<file path="src/hdl/uart_pkg.sv">
// shared widths, register map and reset values; baud divisor must be at least 4 clocks per bit
package uart_pkg;

  localparam int axi_addr_width  = 5;
  localparam int axi_data_width  = 32;
  localparam int axi_resp_width  = 2;
  localparam int uart_data_width = 8;   // fixed 8-bit character
  localparam int div_width       = 16;
  localparam int fifo_depth      = 8;   // power of two, pointers wrap
  localparam int fifo_addr_width = $clog2(fifo_depth);

  localparam logic [axi_resp_width-1:0] resp_okay = 2'b00;

  // 115200 baud from a 25 MHz clock
  localparam logic [div_width-1:0] baud_div_init = 16'd217;

  localparam logic [axi_addr_width-1:0] addr_rbr_thr = 5'h00;
  localparam logic [axi_addr_width-1:0] addr_ier     = 5'h04;
  localparam logic [axi_addr_width-1:0] addr_div     = 5'h08;  // visible with dlab set
  localparam logic [axi_addr_width-1:0] addr_lcr     = 5'h0C;
  localparam logic [axi_addr_width-1:0] addr_lsr     = 5'h14;

  // line control bits
  localparam int lcr_two_stop   = 2;
  localparam int lcr_parity_en  = 3;
  localparam int lcr_parity_odd = 4;
  localparam int lcr_dlab       = 7;

  // line status bits
  localparam int lsr_data_ready = 0;
  localparam int lsr_thre       = 5;
  localparam int lsr_temt       = 6;

  typedef logic [uart_data_width-1:0] uart_byte_t;
  typedef logic [div_width-1:0]       baud_div_t;

endpackage

</file>
<file path="src/hdl/uart_fifo.sv">
// push when full and pop when empty are ignored; data_o shows the head entry
`timescale 1ns/1ns

module uart_fifo import uart_pkg::*; (
  input  logic       fixed_clk_i,
  input  logic       axi_aresetn_i,
  input  logic       push_i,
  input  uart_byte_t data_i,
  input  logic       pop_i,
  output uart_byte_t data_o,
  output logic       empty_o,
  output logic       full_o
);

  uart_byte_t                 mem [fifo_depth];
  logic [fifo_addr_width-1:0] wr_ptr, rd_ptr;
  logic [fifo_addr_width:0]   count;
  logic                       do_push, do_pop;

  assign empty_o = (count == '0);
  assign full_o  = (count == (fifo_addr_width+1)'(fifo_depth));
  assign do_push = push_i && !full_o;
  assign do_pop  = pop_i && !empty_o;
  assign data_o  = mem[rd_ptr];

  always_ff @(posedge fixed_clk_i) begin
    if (do_push) mem[wr_ptr] <= data_i;
  end

  always_ff @(posedge fixed_clk_i or negedge axi_aresetn_i) begin
    if (!axi_aresetn_i) begin
      wr_ptr <= '0;
      rd_ptr <= '0;
      count  <= '0;
    end else begin
      if (do_push) wr_ptr <= wr_ptr + 1'b1;  // wraps at depth
      if (do_pop)  rd_ptr <= rd_ptr + 1'b1;
      case ({do_push, do_pop})
        2'b10:   count <= count + 1'b1;
        2'b01:   count <= count - 1'b1;
        default: count <= count;             // both or neither
      endcase
    end
  end

endmodule

</file>
<file path="src/hdl/uart_tx.sv">
// 8-bit frames lsb first; divisor and frame options are taken when a byte is popped
`timescale 1ns/1ns

module uart_tx import uart_pkg::*; (
  input  logic       fixed_clk_i,
  input  logic       axi_aresetn_i,
  input  uart_byte_t data_i,
  input  logic       empty_i,
  output logic       pop_o,
  input  baud_div_t  baud_div_i,
  input  logic       parity_en_i,
  input  logic       parity_odd_i,
  input  logic       two_stop_i,
  output logic       busy_o,
  output logic       uart_tx_o
);

  typedef enum logic [2:0] {st_idle, st_start, st_data, st_parity, st_stop} tx_state_t;

  tx_state_t  state;
  baud_div_t  cnt, div_q;
  uart_byte_t shift_q;
  logic [2:0] bit_idx;
  logic       par_bit_q, par_en_q, two_stop_q;
  logic       stop_left;    // a second stop bit still to send
  logic       tx_q;

  assign pop_o     = (state == st_idle) && !empty_i;
  assign busy_o    = (state != st_idle);
  assign uart_tx_o = tx_q;

  // frame payload, loaded with the pop
  always_ff @(posedge fixed_clk_i) begin
    if (pop_o) begin
      shift_q    <= data_i;
      div_q      <= baud_div_i;
      par_bit_q  <= ^data_i ^ parity_odd_i;
      par_en_q   <= parity_en_i;
      two_stop_q <= two_stop_i;
    end else if (state == st_data && cnt == '0) begin
      shift_q <= shift_q >> 1;
    end
  end

  always_ff @(posedge fixed_clk_i or negedge axi_aresetn_i) begin
    if (!axi_aresetn_i) begin
      state     <= st_idle;
      tx_q      <= 1'b1;      // line idles high
      cnt       <= '0;
      bit_idx   <= '0;
      stop_left <= 1'b0;
    end else if (state == st_idle) begin
      if (pop_o) begin
        state   <= st_start;
        tx_q    <= 1'b0;
        cnt     <= baud_div_i - 1'b1;
        bit_idx <= '0;
      end
    end else if (cnt != '0) begin
      cnt <= cnt - 1'b1;
    end else begin
      cnt <= div_q - 1'b1;    // next bit period
      case (state)
        st_start: begin
          state <= st_data;
          tx_q  <= shift_q[0];
        end
        st_data: begin
          if (bit_idx == 3'd7) begin
            if (par_en_q) begin
              state <= st_parity;
              tx_q  <= par_bit_q;
            end else begin
              state     <= st_stop;
              tx_q      <= 1'b1;
              stop_left <= two_stop_q;
            end
          end else begin
            bit_idx <= bit_idx + 1'b1;
            tx_q    <= shift_q[1];
          end
        end
        st_parity: begin
          state     <= st_stop;
          tx_q      <= 1'b1;
          stop_left <= two_stop_q;
        end
        st_stop: begin
          if (stop_left) stop_left <= 1'b0;
          else           state     <= st_idle;
        end
        default: state <= st_idle;
      endcase
    end
  end

endmodule

</file>
<file path="src/hdl/uart_rx.sv">
// samples mid-bit from a falling start edge; bad parity or a low stop bit drops the frame
`timescale 1ns/1ns

module uart_rx import uart_pkg::*; (
  input  logic       fixed_clk_i,
  input  logic       axi_aresetn_i,
  input  logic       uart_rx_i,
  input  baud_div_t  baud_div_i,
  input  logic       parity_en_i,
  input  logic       parity_odd_i,
  input  logic       two_stop_i,
  output logic       push_o,
  output uart_byte_t data_o
);

  typedef enum logic [2:0] {st_idle, st_start, st_data, st_parity, st_stop} rx_state_t;

  rx_state_t  state;
  logic       rx_s1, rx_s2, rx_prev;
  logic       start_edge;
  baud_div_t  cnt, div_q;
  uart_byte_t shift_q;
  logic [2:0] bit_idx;
  logic       par_en_q, par_odd_q, two_stop_q;
  logic       par_acc;      // running xor of data bits
  logic       err_q;
  logic       stop_left;

  assign start_edge = rx_prev && !rx_s2;
  assign data_o     = shift_q;

  always_ff @(posedge fixed_clk_i or negedge axi_aresetn_i) begin
    if (!axi_aresetn_i) begin
      rx_s1   <= 1'b1;
      rx_s2   <= 1'b1;
      rx_prev <= 1'b1;
    end else begin
      rx_s1   <= uart_rx_i;   // two-flop synchronizer
      rx_s2   <= rx_s1;
      rx_prev <= rx_s2;
    end
  end

  always_ff @(posedge fixed_clk_i) begin
    if (state == st_idle && start_edge) begin
      div_q      <= baud_div_i;
      par_en_q   <= parity_en_i;
      par_odd_q  <= parity_odd_i;
      two_stop_q <= two_stop_i;
    end
    if (state == st_data && cnt == '0) shift_q <= {rx_s2, shift_q[7:1]};
  end

  always_ff @(posedge fixed_clk_i or negedge axi_aresetn_i) begin
    if (!axi_aresetn_i) begin
      state     <= st_idle;
      cnt       <= '0;
      bit_idx   <= '0;
      par_acc   <= 1'b0;
      err_q     <= 1'b0;
      stop_left <= 1'b0;
      push_o    <= 1'b0;
    end else begin
      push_o <= 1'b0;
      if (state == st_idle) begin
        if (start_edge) begin
          state   <= st_start;
          cnt     <= (baud_div_i >> 1) - 1'b1;  // half a bit
          bit_idx <= '0;
          par_acc <= 1'b0;
          err_q   <= 1'b0;
        end
      end else if (cnt != '0) begin
        cnt <= cnt - 1'b1;
      end else begin
        cnt <= div_q - 1'b1;
        case (state)
          st_start: state <= rx_s2 ? st_idle : st_data;  // glitch rejected
          st_data: begin
            par_acc <= par_acc ^ rx_s2;
            bit_idx <= bit_idx + 1'b1;
            if (bit_idx == 3'd7) begin
              state     <= par_en_q ? st_parity : st_stop;
              stop_left <= two_stop_q;
            end
          end
          st_parity: begin
            if ((par_acc ^ rx_s2) != par_odd_q) err_q <= 1'b1;
            state <= st_stop;
          end
          st_stop: begin
            if (!rx_s2) begin
              state <= st_idle;   // framing error, no push
            end else if (stop_left) begin
              stop_left <= 1'b0;
            end else begin
              push_o <= !err_q;
              state  <= st_idle;
            end
          end
          default: state <= st_idle;
        endcase
      end
    end
  end

endmodule

</file>
<file path="src/hdl/uart_reg_ctrl.sv">
// THR writes stall while the tx FIFO is full; every response is OKAY, unmapped reads give zero
`timescale 1ns/1ns

module uart_reg_ctrl import uart_pkg::*; (
  input  logic                      fixed_clk_i,
  input  logic                      axi_aresetn_i,
  input  logic [axi_addr_width-1:0] axi_awaddr_i,
  input  logic                      axi_awvalid_i,
  output logic                      axi_awready_o,
  input  logic [axi_data_width-1:0] axi_wdata_i,
  input  logic                      axi_wvalid_i,
  output logic                      axi_wready_o,
  output logic [axi_resp_width-1:0] axi_bresp_o,
  output logic                      axi_bvalid_o,
  input  logic                      axi_bready_i,
  input  logic [axi_addr_width-1:0] axi_araddr_i,
  input  logic                      axi_arvalid_i,
  output logic                      axi_arready_o,
  output logic [axi_data_width-1:0] axi_rdata_o,
  output logic [axi_resp_width-1:0] axi_rresp_o,
  output logic                      axi_rvalid_o,
  input  logic                      axi_rready_i,
  output logic                      tx_push_o,
  output uart_byte_t                tx_data_o,
  input  logic                      tx_full_i,
  input  logic                      tx_empty_i,
  input  logic                      tx_busy_i,
  output logic                      rx_pop_o,
  input  uart_byte_t                rx_data_i,
  input  logic                      rx_empty_i,
  output baud_div_t                 baud_div_o,
  output logic                      parity_en_o,
  output logic                      parity_odd_o,
  output logic                      two_stop_o,
  output logic                      read_interrupt_o
);

  typedef enum logic {st_idle, st_resp} bus_state_t;

  bus_state_t                wr_state, rd_state;
  uart_byte_t                lcr_q;
  logic                      ier_q;       // receive-data interrupt enable
  baud_div_t                 div_q;
  logic                      dlab;
  logic                      wr_thr;
  logic                      wr_accept, rd_accept;
  logic [axi_data_width-1:0] lsr, rd_value;

  assign dlab      = lcr_q[lcr_dlab];
  assign wr_thr    = (axi_awaddr_i == addr_rbr_thr) && !dlab;
  // a THR write waits here while the FIFO is full
  assign wr_accept = (wr_state == st_idle) && axi_awvalid_i && axi_wvalid_i &&
                     !(wr_thr && tx_full_i);
  assign rd_accept = (rd_state == st_idle) && axi_arvalid_i;

  assign tx_push_o = wr_accept && wr_thr;
  assign tx_data_o = axi_wdata_i[uart_data_width-1:0];
  assign rx_pop_o  = rd_accept && (axi_araddr_i == addr_rbr_thr) && !dlab;

  assign baud_div_o   = div_q;
  assign parity_en_o  = lcr_q[lcr_parity_en];
  assign parity_odd_o = lcr_q[lcr_parity_odd];
  assign two_stop_o   = lcr_q[lcr_two_stop];

  assign axi_bresp_o = resp_okay;
  assign axi_rresp_o = resp_okay;

  always_comb begin
    lsr                 = '0;
    lsr[lsr_data_ready] = !rx_empty_i;
    lsr[lsr_thre]       = tx_empty_i;
    lsr[lsr_temt]       = tx_empty_i && !tx_busy_i;  // shifter idle too
  end

  always_comb begin
    rd_value = '0;
    case (axi_araddr_i)
      addr_rbr_thr: if (!dlab) rd_value[uart_data_width-1:0] = rx_data_i;
      addr_ier:     if (!dlab) rd_value[0] = ier_q;
      addr_div:     rd_value[div_width-1:0] = div_q;
      addr_lcr:     rd_value[uart_data_width-1:0] = lcr_q;
      addr_lsr:     rd_value = lsr;
      default:      rd_value = '0;   // unmapped
    endcase
  end

  // write channel and configuration registers
  always_ff @(posedge fixed_clk_i or negedge axi_aresetn_i) begin
    if (!axi_aresetn_i) begin
      wr_state      <= st_idle;
      axi_awready_o <= 1'b0;
      axi_wready_o  <= 1'b0;
      axi_bvalid_o  <= 1'b0;
      lcr_q         <= '0;
      ier_q         <= 1'b0;
      div_q         <= baud_div_init;
    end else begin
      axi_awready_o <= wr_accept;    // one-cycle pulse
      axi_wready_o  <= wr_accept;
      case (wr_state)
        st_idle: begin
          if (wr_accept) begin
            wr_state     <= st_resp;
            axi_bvalid_o <= 1'b1;
            case (axi_awaddr_i)
              addr_ier: if (!dlab) ier_q <= axi_wdata_i[0];
              addr_div: if (dlab) div_q <= axi_wdata_i[div_width-1:0];
              addr_lcr: lcr_q <= axi_wdata_i[uart_data_width-1:0];
              default:  ;            // THR handled by the push strobe
            endcase
          end
        end
        st_resp: begin
          if (axi_bready_i) begin
            axi_bvalid_o <= 1'b0;
            wr_state     <= st_idle;
          end
        end
        default: wr_state <= st_idle;
      endcase
    end
  end

  // read channel
  always_ff @(posedge fixed_clk_i or negedge axi_aresetn_i) begin
    if (!axi_aresetn_i) begin
      rd_state      <= st_idle;
      axi_arready_o <= 1'b0;
      axi_rvalid_o  <= 1'b0;
    end else begin
      axi_arready_o <= rd_accept;
      case (rd_state)
        st_idle: begin
          if (rd_accept) begin
            rd_state     <= st_resp;
            axi_rvalid_o <= 1'b1;
          end
        end
        st_resp: begin
          if (axi_rready_i) begin
            axi_rvalid_o <= 1'b0;
            rd_state     <= st_idle;
          end
        end
        default: rd_state <= st_idle;
      endcase
    end
  end

  always_ff @(posedge fixed_clk_i) begin
    if (rd_accept) axi_rdata_o <= rd_value;  // held until the next read
  end

  always_ff @(posedge fixed_clk_i or negedge axi_aresetn_i) begin
    if (!axi_aresetn_i) read_interrupt_o <= 1'b0;
    else                read_interrupt_o <= ier_q && !rx_empty_i;
  end

endmodule

</file>
<file path="src/hdl/axi_uart_top.sv">
// single clock fixed_clk_i for bus and uart; no ids or strobes, unmapped reads return zero
`timescale 1ns/1ns

module axi_uart_top import uart_pkg::*; (
  input  logic                      fixed_clk_i,
  input  logic                      axi_aresetn_i,
  input  logic [axi_addr_width-1:0] axi_awaddr_i,
  input  logic                      axi_awvalid_i,
  output logic                      axi_awready_o,
  input  logic [axi_data_width-1:0] axi_wdata_i,
  input  logic                      axi_wvalid_i,
  output logic                      axi_wready_o,
  output logic [axi_resp_width-1:0] axi_bresp_o,
  output logic                      axi_bvalid_o,
  input  logic                      axi_bready_i,
  input  logic [axi_addr_width-1:0] axi_araddr_i,
  input  logic                      axi_arvalid_i,
  output logic                      axi_arready_o,
  output logic [axi_data_width-1:0] axi_rdata_o,
  output logic [axi_resp_width-1:0] axi_rresp_o,
  output logic                      axi_rvalid_o,
  input  logic                      axi_rready_i,
  input  logic                      uart_rx_i,
  output logic                      uart_tx_o,
  output logic                      read_interrupt_o
);

  logic       tx_push, tx_pop, tx_full, tx_empty, tx_busy;
  uart_byte_t tx_wdata, tx_head;
  logic       rx_push, rx_pop, rx_empty;
  uart_byte_t rx_byte, rx_head;
  baud_div_t  baud_div;
  logic       parity_en, parity_odd, two_stop;

  uart_reg_ctrl i_reg_ctrl (
    .fixed_clk_i      (fixed_clk_i),
    .axi_aresetn_i    (axi_aresetn_i),
    .axi_awaddr_i     (axi_awaddr_i),
    .axi_awvalid_i    (axi_awvalid_i),
    .axi_awready_o    (axi_awready_o),
    .axi_wdata_i      (axi_wdata_i),
    .axi_wvalid_i     (axi_wvalid_i),
    .axi_wready_o     (axi_wready_o),
    .axi_bresp_o      (axi_bresp_o),
    .axi_bvalid_o     (axi_bvalid_o),
    .axi_bready_i     (axi_bready_i),
    .axi_araddr_i     (axi_araddr_i),
    .axi_arvalid_i    (axi_arvalid_i),
    .axi_arready_o    (axi_arready_o),
    .axi_rdata_o      (axi_rdata_o),
    .axi_rresp_o      (axi_rresp_o),
    .axi_rvalid_o     (axi_rvalid_o),
    .axi_rready_i     (axi_rready_i),
    .tx_push_o        (tx_push),
    .tx_data_o        (tx_wdata),
    .tx_full_i        (tx_full),
    .tx_empty_i       (tx_empty),
    .tx_busy_i        (tx_busy),
    .rx_pop_o         (rx_pop),
    .rx_data_i        (rx_head),
    .rx_empty_i       (rx_empty),
    .baud_div_o       (baud_div),
    .parity_en_o      (parity_en),
    .parity_odd_o     (parity_odd),
    .two_stop_o       (two_stop),
    .read_interrupt_o (read_interrupt_o)
  );

  uart_fifo i_tx_fifo (
    .fixed_clk_i   (fixed_clk_i),
    .axi_aresetn_i (axi_aresetn_i),
    .push_i        (tx_push),
    .data_i        (tx_wdata),
    .pop_i         (tx_pop),
    .data_o        (tx_head),
    .empty_o       (tx_empty),
    .full_o        (tx_full)
  );

  uart_fifo i_rx_fifo (
    .fixed_clk_i   (fixed_clk_i),
    .axi_aresetn_i (axi_aresetn_i),
    .push_i        (rx_push),
    .data_i        (rx_byte),
    .pop_i         (rx_pop),
    .data_o        (rx_head),
    .empty_o       (rx_empty),
    .full_o        ()            // overflow bytes dropped inside the fifo
  );

  uart_tx i_uart_tx (
    .fixed_clk_i   (fixed_clk_i),
    .axi_aresetn_i (axi_aresetn_i),
    .data_i        (tx_head),
    .empty_i       (tx_empty),
    .pop_o         (tx_pop),
    .baud_div_i    (baud_div),
    .parity_en_i   (parity_en),
    .parity_odd_i  (parity_odd),
    .two_stop_i    (two_stop),
    .busy_o        (tx_busy),
    .uart_tx_o     (uart_tx_o)
  );

  uart_rx i_uart_rx (
    .fixed_clk_i   (fixed_clk_i),
    .axi_aresetn_i (axi_aresetn_i),
    .uart_rx_i     (uart_rx_i),
    .baud_div_i    (baud_div),
    .parity_en_i   (parity_en),
    .parity_odd_i  (parity_odd),
    .two_stop_i    (two_stop),
    .push_o        (rx_push),
    .data_o        (rx_byte)
  );

endmodule

</file>
<file path="config.mk">
export PLATFORM = sky130hd
export DESIGN_NAME = axi_uart_top
export DESIGN_NICKNAME = d
export VERILOG_FILES = /design/src/hdl/uart_pkg.sv /design/src/hdl/uart_fifo.sv /design/src/hdl/uart_tx.sv /design/src/hdl/uart_rx.sv /design/src/hdl/uart_reg_ctrl.sv /design/src/hdl/axi_uart_top.sv
export SDC_FILE = /design/constraint.sdc
export NUM_CORES = 1
export LEC_CHECK = 0
export BUFFER_PORTS_ARGS = -buffer_cell sky130_fd_sc_hd__buf_2
export CAP_MARGIN = 20
export CELL_PAD_IN_SITES_DETAIL_PLACEMENT = 1
export CELL_PAD_IN_SITES_GLOBAL_PLACEMENT = 1
export CORE_ASPECT_RATIO = 0.6
export CORE_MARGIN = 5
export CORE_UTILIZATION = 45
export DETAILED_ROUTE_END_ITERATION = 10
export MAX_ROUTING_LAYER = met4
export PLACE_DENSITY_LB_ADDON = 0.08
export SKIP_CTS_REPAIR_TIMING = 1
export SYNTH_ARGS = -nofsm -noshare
export SYNTH_HDL_FRONTEND = slang
export SYNTH_HIERARCHICAL = 1
export SYNTH_SLANG_ARGS = --single-unit
export TNS_END_PERCENT = 50
</file>
<file path="constraint.sdc">
create_clock -name fixed_clk_i -period 7.6 [get_ports fixed_clk_i]
set_clock_uncertainty 0.15 [all_clocks]
set_input_delay 0.76 -clock fixed_clk_i [delete_from_list [all_inputs] [get_ports fixed_clk_i]]
set_output_delay 0.76 -clock fixed_clk_i [all_outputs]
set_load 0.1 [all_outputs]
</file>
Word level (Yosys, flattened, before mapping)
Memories as Yosys holds them, arrays and structs flattened.
Cells that the tools add are included.
W data, S select, Z words.

storage, ports and cells
  output and inout port bits = 43
  register bits after elaboration = 175
  RAM bits = 128
  memories = 2
  word-level logic and storage cells = 255
  bits of input ports = 50

cells by class
  mux-type cells = 80
  reduce and logical (&&, ||, !) cells = 64
  equal/unequal tests = 41
  bitwise operators = 9
  $add $sub $neg = 16

memory list
  name           depth  width  read ports  clocked after Yosys merged registers in  wr ports  RTL line         RTL
  i_rx_fifo.mem  8      8      1           0                                        1         uart_fifo.sv:15  uart_byte_t mem [fifo_depth];
  i_tx_fifo.mem  8      8      1           0                                        1         uart_fifo.sv:15

operators by type and width
  kind                     number
  $mux W16                 6
  $sub A16 B1 Y16 const B  5
  $mux W3                  22
  $mux W1                  35
  $logic_not A16 Y1        2
  $reduce_bool A16 Y1      2
  $pmux W7 S4              1
  $mux W8                  3
  $pmux W3 S4              2
  $reduce_and A4 Y1        6
  $eq A5 B4 Y1 const B     4
  $logic_and A1 B1 Y1      20
  $add A3 B1 Y3 const B    6
  $pmux W4 S2              2
  $reduce_bool A2 Y1       8
  $sub A15 B1 Y16 const B  1
  $ne A2 B1 Y1 const B     7
  $eq A3 B2 Y1 const B     4
  $eq A3 B3 Y1 const B     4
  $ne A2 B2 Y1 const B     6
  $eq A5 B3 Y1 const B     2
  $logic_not A5 Y1         2
  $pmux W1 S2              5
  $reduce_and A5 Y1        2
  24 further kinds         53

Logic depth before layout (Yosys ltp)
  depth after elaboration = 9
  depth in mapped cells = 13

Modules after synthesis
Netlist, hierarchy kept.

modules (own cells, without submodules)
  module         cells an instance  instances  sequential area each (sq um)  area an instance (sq um)
  uart_fifo      162                2          2,172.1                       3,136.8
  uart_tx        286                1          1,412.6                       2,934.1
  uart_rx        258                1          1,540.2                       2,783.9
  uart_reg_ctrl  172                1          1,287.5                       2,309.7

Worst setup path before layout
Ideal clock, no wire load.

  path kind = input to register
  start point = in axi_arvalid_i
  end point = reg i_rx_fifo.count[3]
  data required time = 7,316 ps
  buffers on the path = 0
  arrival time = 3,437 ps
  path slack = 3,880 ps
  stages on the path = 9
  cells stage by stage = nor2b_1 and3_1 o41ai_2 inv_1 ha_1 ha_1 or4b_2 o311ai_0 o211ai_1

on the way
  word-level cells in the longest chain between the ends = 6

RTL lines
  element                                            RTL line             RTL
  start, declared                                    axi_uart_top.sv:17   input logic axi_arvalid_i,
  $logic_and A1 B1 Y1 (*)                            uart_reg_ctrl.sv:54  assign rd_accept = (rd_state == st_idle) && axi_arvalid_i;
  $logic_and A1 B1 Y1 (*) (2 in a row)               uart_reg_ctrl.sv:58  assign rx_pop_o = rd_accept && (axi_araddr_i == addr_rbr_thr) && !dlab;
  net rx_pop                                         axi_uart_top.sv:30   logic rx_push, rx_pop, rx_empty;
  $logic_and A1 B1 Y1 (*)                            uart_fifo.sv:23      assign do_pop = pop_i && !empty_o;
  net i_rx_fifo.do_pop                               uart_fifo.sv:18      logic do_push, do_pop;
  $eq A2 B1 Y1 or $eq A2 B2 Y1 (tied branches)       uart_fifo.sv:38      case ({do_push, do_pop})
  $pmux W4 S2 or $reduce_bool A2 Y1 (tied branches)  --
  end signal, assigned                               uart_fifo.sv:39      2'b10: count <= count + 1'b1;
  end signal, assigned                               uart_fifo.sv:40      2'b01: count <= count - 1'b1;
  end signal, assigned                               uart_fifo.sv:41      default: count <= count;
  end, declared                                      uart_fifo.sv:17      logic [fifo_addr_width:0] count;

Mark *: on every way through the listed nets, which the timed path passes. The rest lies on a longest branch.
A chain may end at the register's enable or synchronous reset.

Worst setup path in the final report
  start point = reg i_uart_tx.state[2]
  end point = reg i_tx_fifo.count[3]

on the way
  word-level cells in the longest chain between the ends = 5

RTL lines
  element                                            RTL line            RTL
  start, declared                                    uart_tx.sv:20       tx_state_t state;
  start signal, assigned                             uart_tx.sv:47       state <= st_idle;
  start signal, assigned                             uart_tx.sv:54       state <= st_start;
  start signal, assigned                             uart_tx.sv:65       state <= st_data;
  $logic_not A3 Y1 (*)                               uart_tx.sv:28       assign pop_o = (state == st_idle) && !empty_i;
  $logic_and A1 B1 Y1 (*)                            uart_tx.sv:28
  net tx_pop                                         axi_uart_top.sv:28  logic tx_push, tx_pop, tx_full, tx_empty, tx_busy;
  $logic_and A1 B1 Y1 (*)                            uart_fifo.sv:23
  net i_tx_fifo.do_pop                               uart_fifo.sv:18
  $eq A2 B1 Y1 or $eq A2 B2 Y1 (tied branches)       uart_fifo.sv:38
  $pmux W4 S2 or $reduce_bool A2 Y1 (tied branches)  --
  end signal, assigned                               uart_fifo.sv:39
  end signal, assigned                               uart_fifo.sv:40
  end signal, assigned                               uart_fifo.sv:41
  end, declared                                      uart_fifo.sv:17

Marks and branches as above.

==> results.ini <==
[outcome]
status=finished clean

[sta]
setup_tns_ps=0
finalCritPeriodShare_pct=48.8
setup_viol_count_final=0
rsz0062_at_grt=false
relSlewSlack_pct=26.0
slew_violations=0
hold_viol=0
fmax_mhz=269
post-route-min-period_ps=3710
worst_pin_slew_ps=1110
finalWorstSetupSlack_ps=3890

[clocking]
cts_tree=yes
cts_made_buffers=29
clockBufferDepth=3
cts.htree.levels=1
clk_pin_slew_worst_paths_ps=70
cts.sinks=303
insertion_delay_ps=570
cts_root_buf=clkbuf_16

[synthesis]
avgSynthCellArea_um2=13.8
synth_area_um2=14300
synth_cells=1039
yosys_warnings=6

[placement]
dp_slack_ps=3560
place_area_um2=14800
place_congestion=0.808
hpwl_um=22600
port_buffers=56

[worst_setup_path]
worst-r2r-cell-count=11
endpoint_kind=flip-flop
startpoint_type=flip-flop
worst_ep_required_time_ps=7900
worstSetupPathType=flip-flop to flip-flop
worstPathArrival_ps=4010
crit_path_max_fanout=32

[floorplan]
die_h_um=148
dieArea_um2=35600
core.rowCount=50
initial_utilization_pct=45.7
dieWidth_um=240
io_pins=93
coreArea_um2=31300

[detailed_routing]
drt-pass1-iter-count=5
drt-initial-drc-count=539
wl_um=33700
post-route-drc-count=0
wl_met3_um=1410
top_layer=met4
routed_via_density=5.64
wl_met2_um=13800
vias=8604
ant_nets=0
wl_met1_um=17900
wire_per_inst_um=22.1

[worst_hold_path]
min-delay-path-class=input port to asynchronous set/reset pin

[final_layout]
stdcell_area_um2=15800
multiInputGateArea_um2=5240
nNetsFinal=1152
final_cell_mix=edfxtp_1 (198), dfrtp_1 (96), nor2_1 (76), nand2_1 (70), a21oi_1 (56)
seqCellArea_um2=8580
synthToLayoutAreaGrowth_pct=10.6
final_common_cell=edfxtp_1
drive_above_1_share_pct=20.8
fillers=3131

[grt]
grt_pass1_wl_um=53100
grt-ovfl-total=0
grt_max_degree=66
grt_usage_pct=19.6
antenna_found_initial=2
first_global_vias=8768

[power_and_ir_drop]
power_density_nw_per_um2=369
peakVddDrop_v=0.000196
p_leak_nw=5.93

[run]
cap_viol_max_count=0

==> critical path: stages (launching register included) <==
cell and delay (ps):
dfrtp_1 500, nor3_4 210, buf_4 380, inv_2 320
nor2_2 220, o41ai_2 120, inv_1 120, ha_1 330
ha_1 340, or4b_2 630, o311ai_0 120, o211ai_1 130
==> power by group <==
group / internal, mW / total [mW] / switching (mW)
combinational: 0.788 / 1.95 / 1.16
clock: 0.899 / 1.55 / 0.651
sequential: 2.05 / 2.34 / 0.288
==> path summary, 6_finish.rpt <==
check | from | endpoint | slack [ps]
max reg2reg | i_uart_tx/state[2] | i_tx_fifo/count[3] | 3890
min reg2reg | i_uart_rx/rx_s1 | i_uart_rx/rx_s2 | 210
min in group fixed_clk_i | uart_rx_i | i_uart_rx/rx_s1 | 130
max | i_uart_tx/state[2] | i_tx_fifo/count[3] | 3890
min | axi_aresetn_i | i_uart_rx/cnt[15] | 60
max in group asynchronous | axi_aresetn_i | i_reg_ctrl/lcr_q[0] | 5950
==> registers in the layout, indices dropped and copies added, names as in the netlist, 8 cells and up <==
name	cells
i_reg_ctrl/lcr_q	8
i_uart_rx/div_q	16
i_uart_tx/shift_q	8
i_reg_ctrl/baud_div_o	16
i_tx_fifo/mem	64
i_rx_fifo/mem	64
i_uart_tx/cnt	16
i_reg_ctrl/axi_rdata_o	16
i_uart_rx/data_o	8
i_uart_rx/cnt	16
i_uart_tx/div_q	16
==> cell type report <==
| cell class | count | share of cell area [%] |
|---|---|---|
| multi-input cells | 662 | 33.2 |
| clock inverters | 20 | 1.60 |
| inverters | 24 | 0.570 |
| flip-flops and latches | 303 | 54.3 |
| well taps | 416 | 3.29 |
| diodes | 2 | 0.0317 |
| clock buffers | 34 | 4.84 |
| repair buffers | 64 | 2.22 |
==> stage by stage <==
step	utilization, %	instances	power [mW]	hold slack [ps]
after floorplan	-	1058	3.88	195
after global placement	47.2	1467	4.25	196
after CTS	50.5	1521	5.88	73.1
final	50.5	1525	5.83	63.6
after global routing	50.5	1525	6.20	89.3
after detailed placement	47.2	1467	4.31	199
==> per-layer routing <==
metal | GRT usage, % | vias up
met3 | 3.30 | 38
met1 | 31.6 | 4410
met4 | 3.26 | 0
met5 | - | -
met2 | 26.5 | 163
li1 | - | 3993
(Power assumes the default switching activity.)
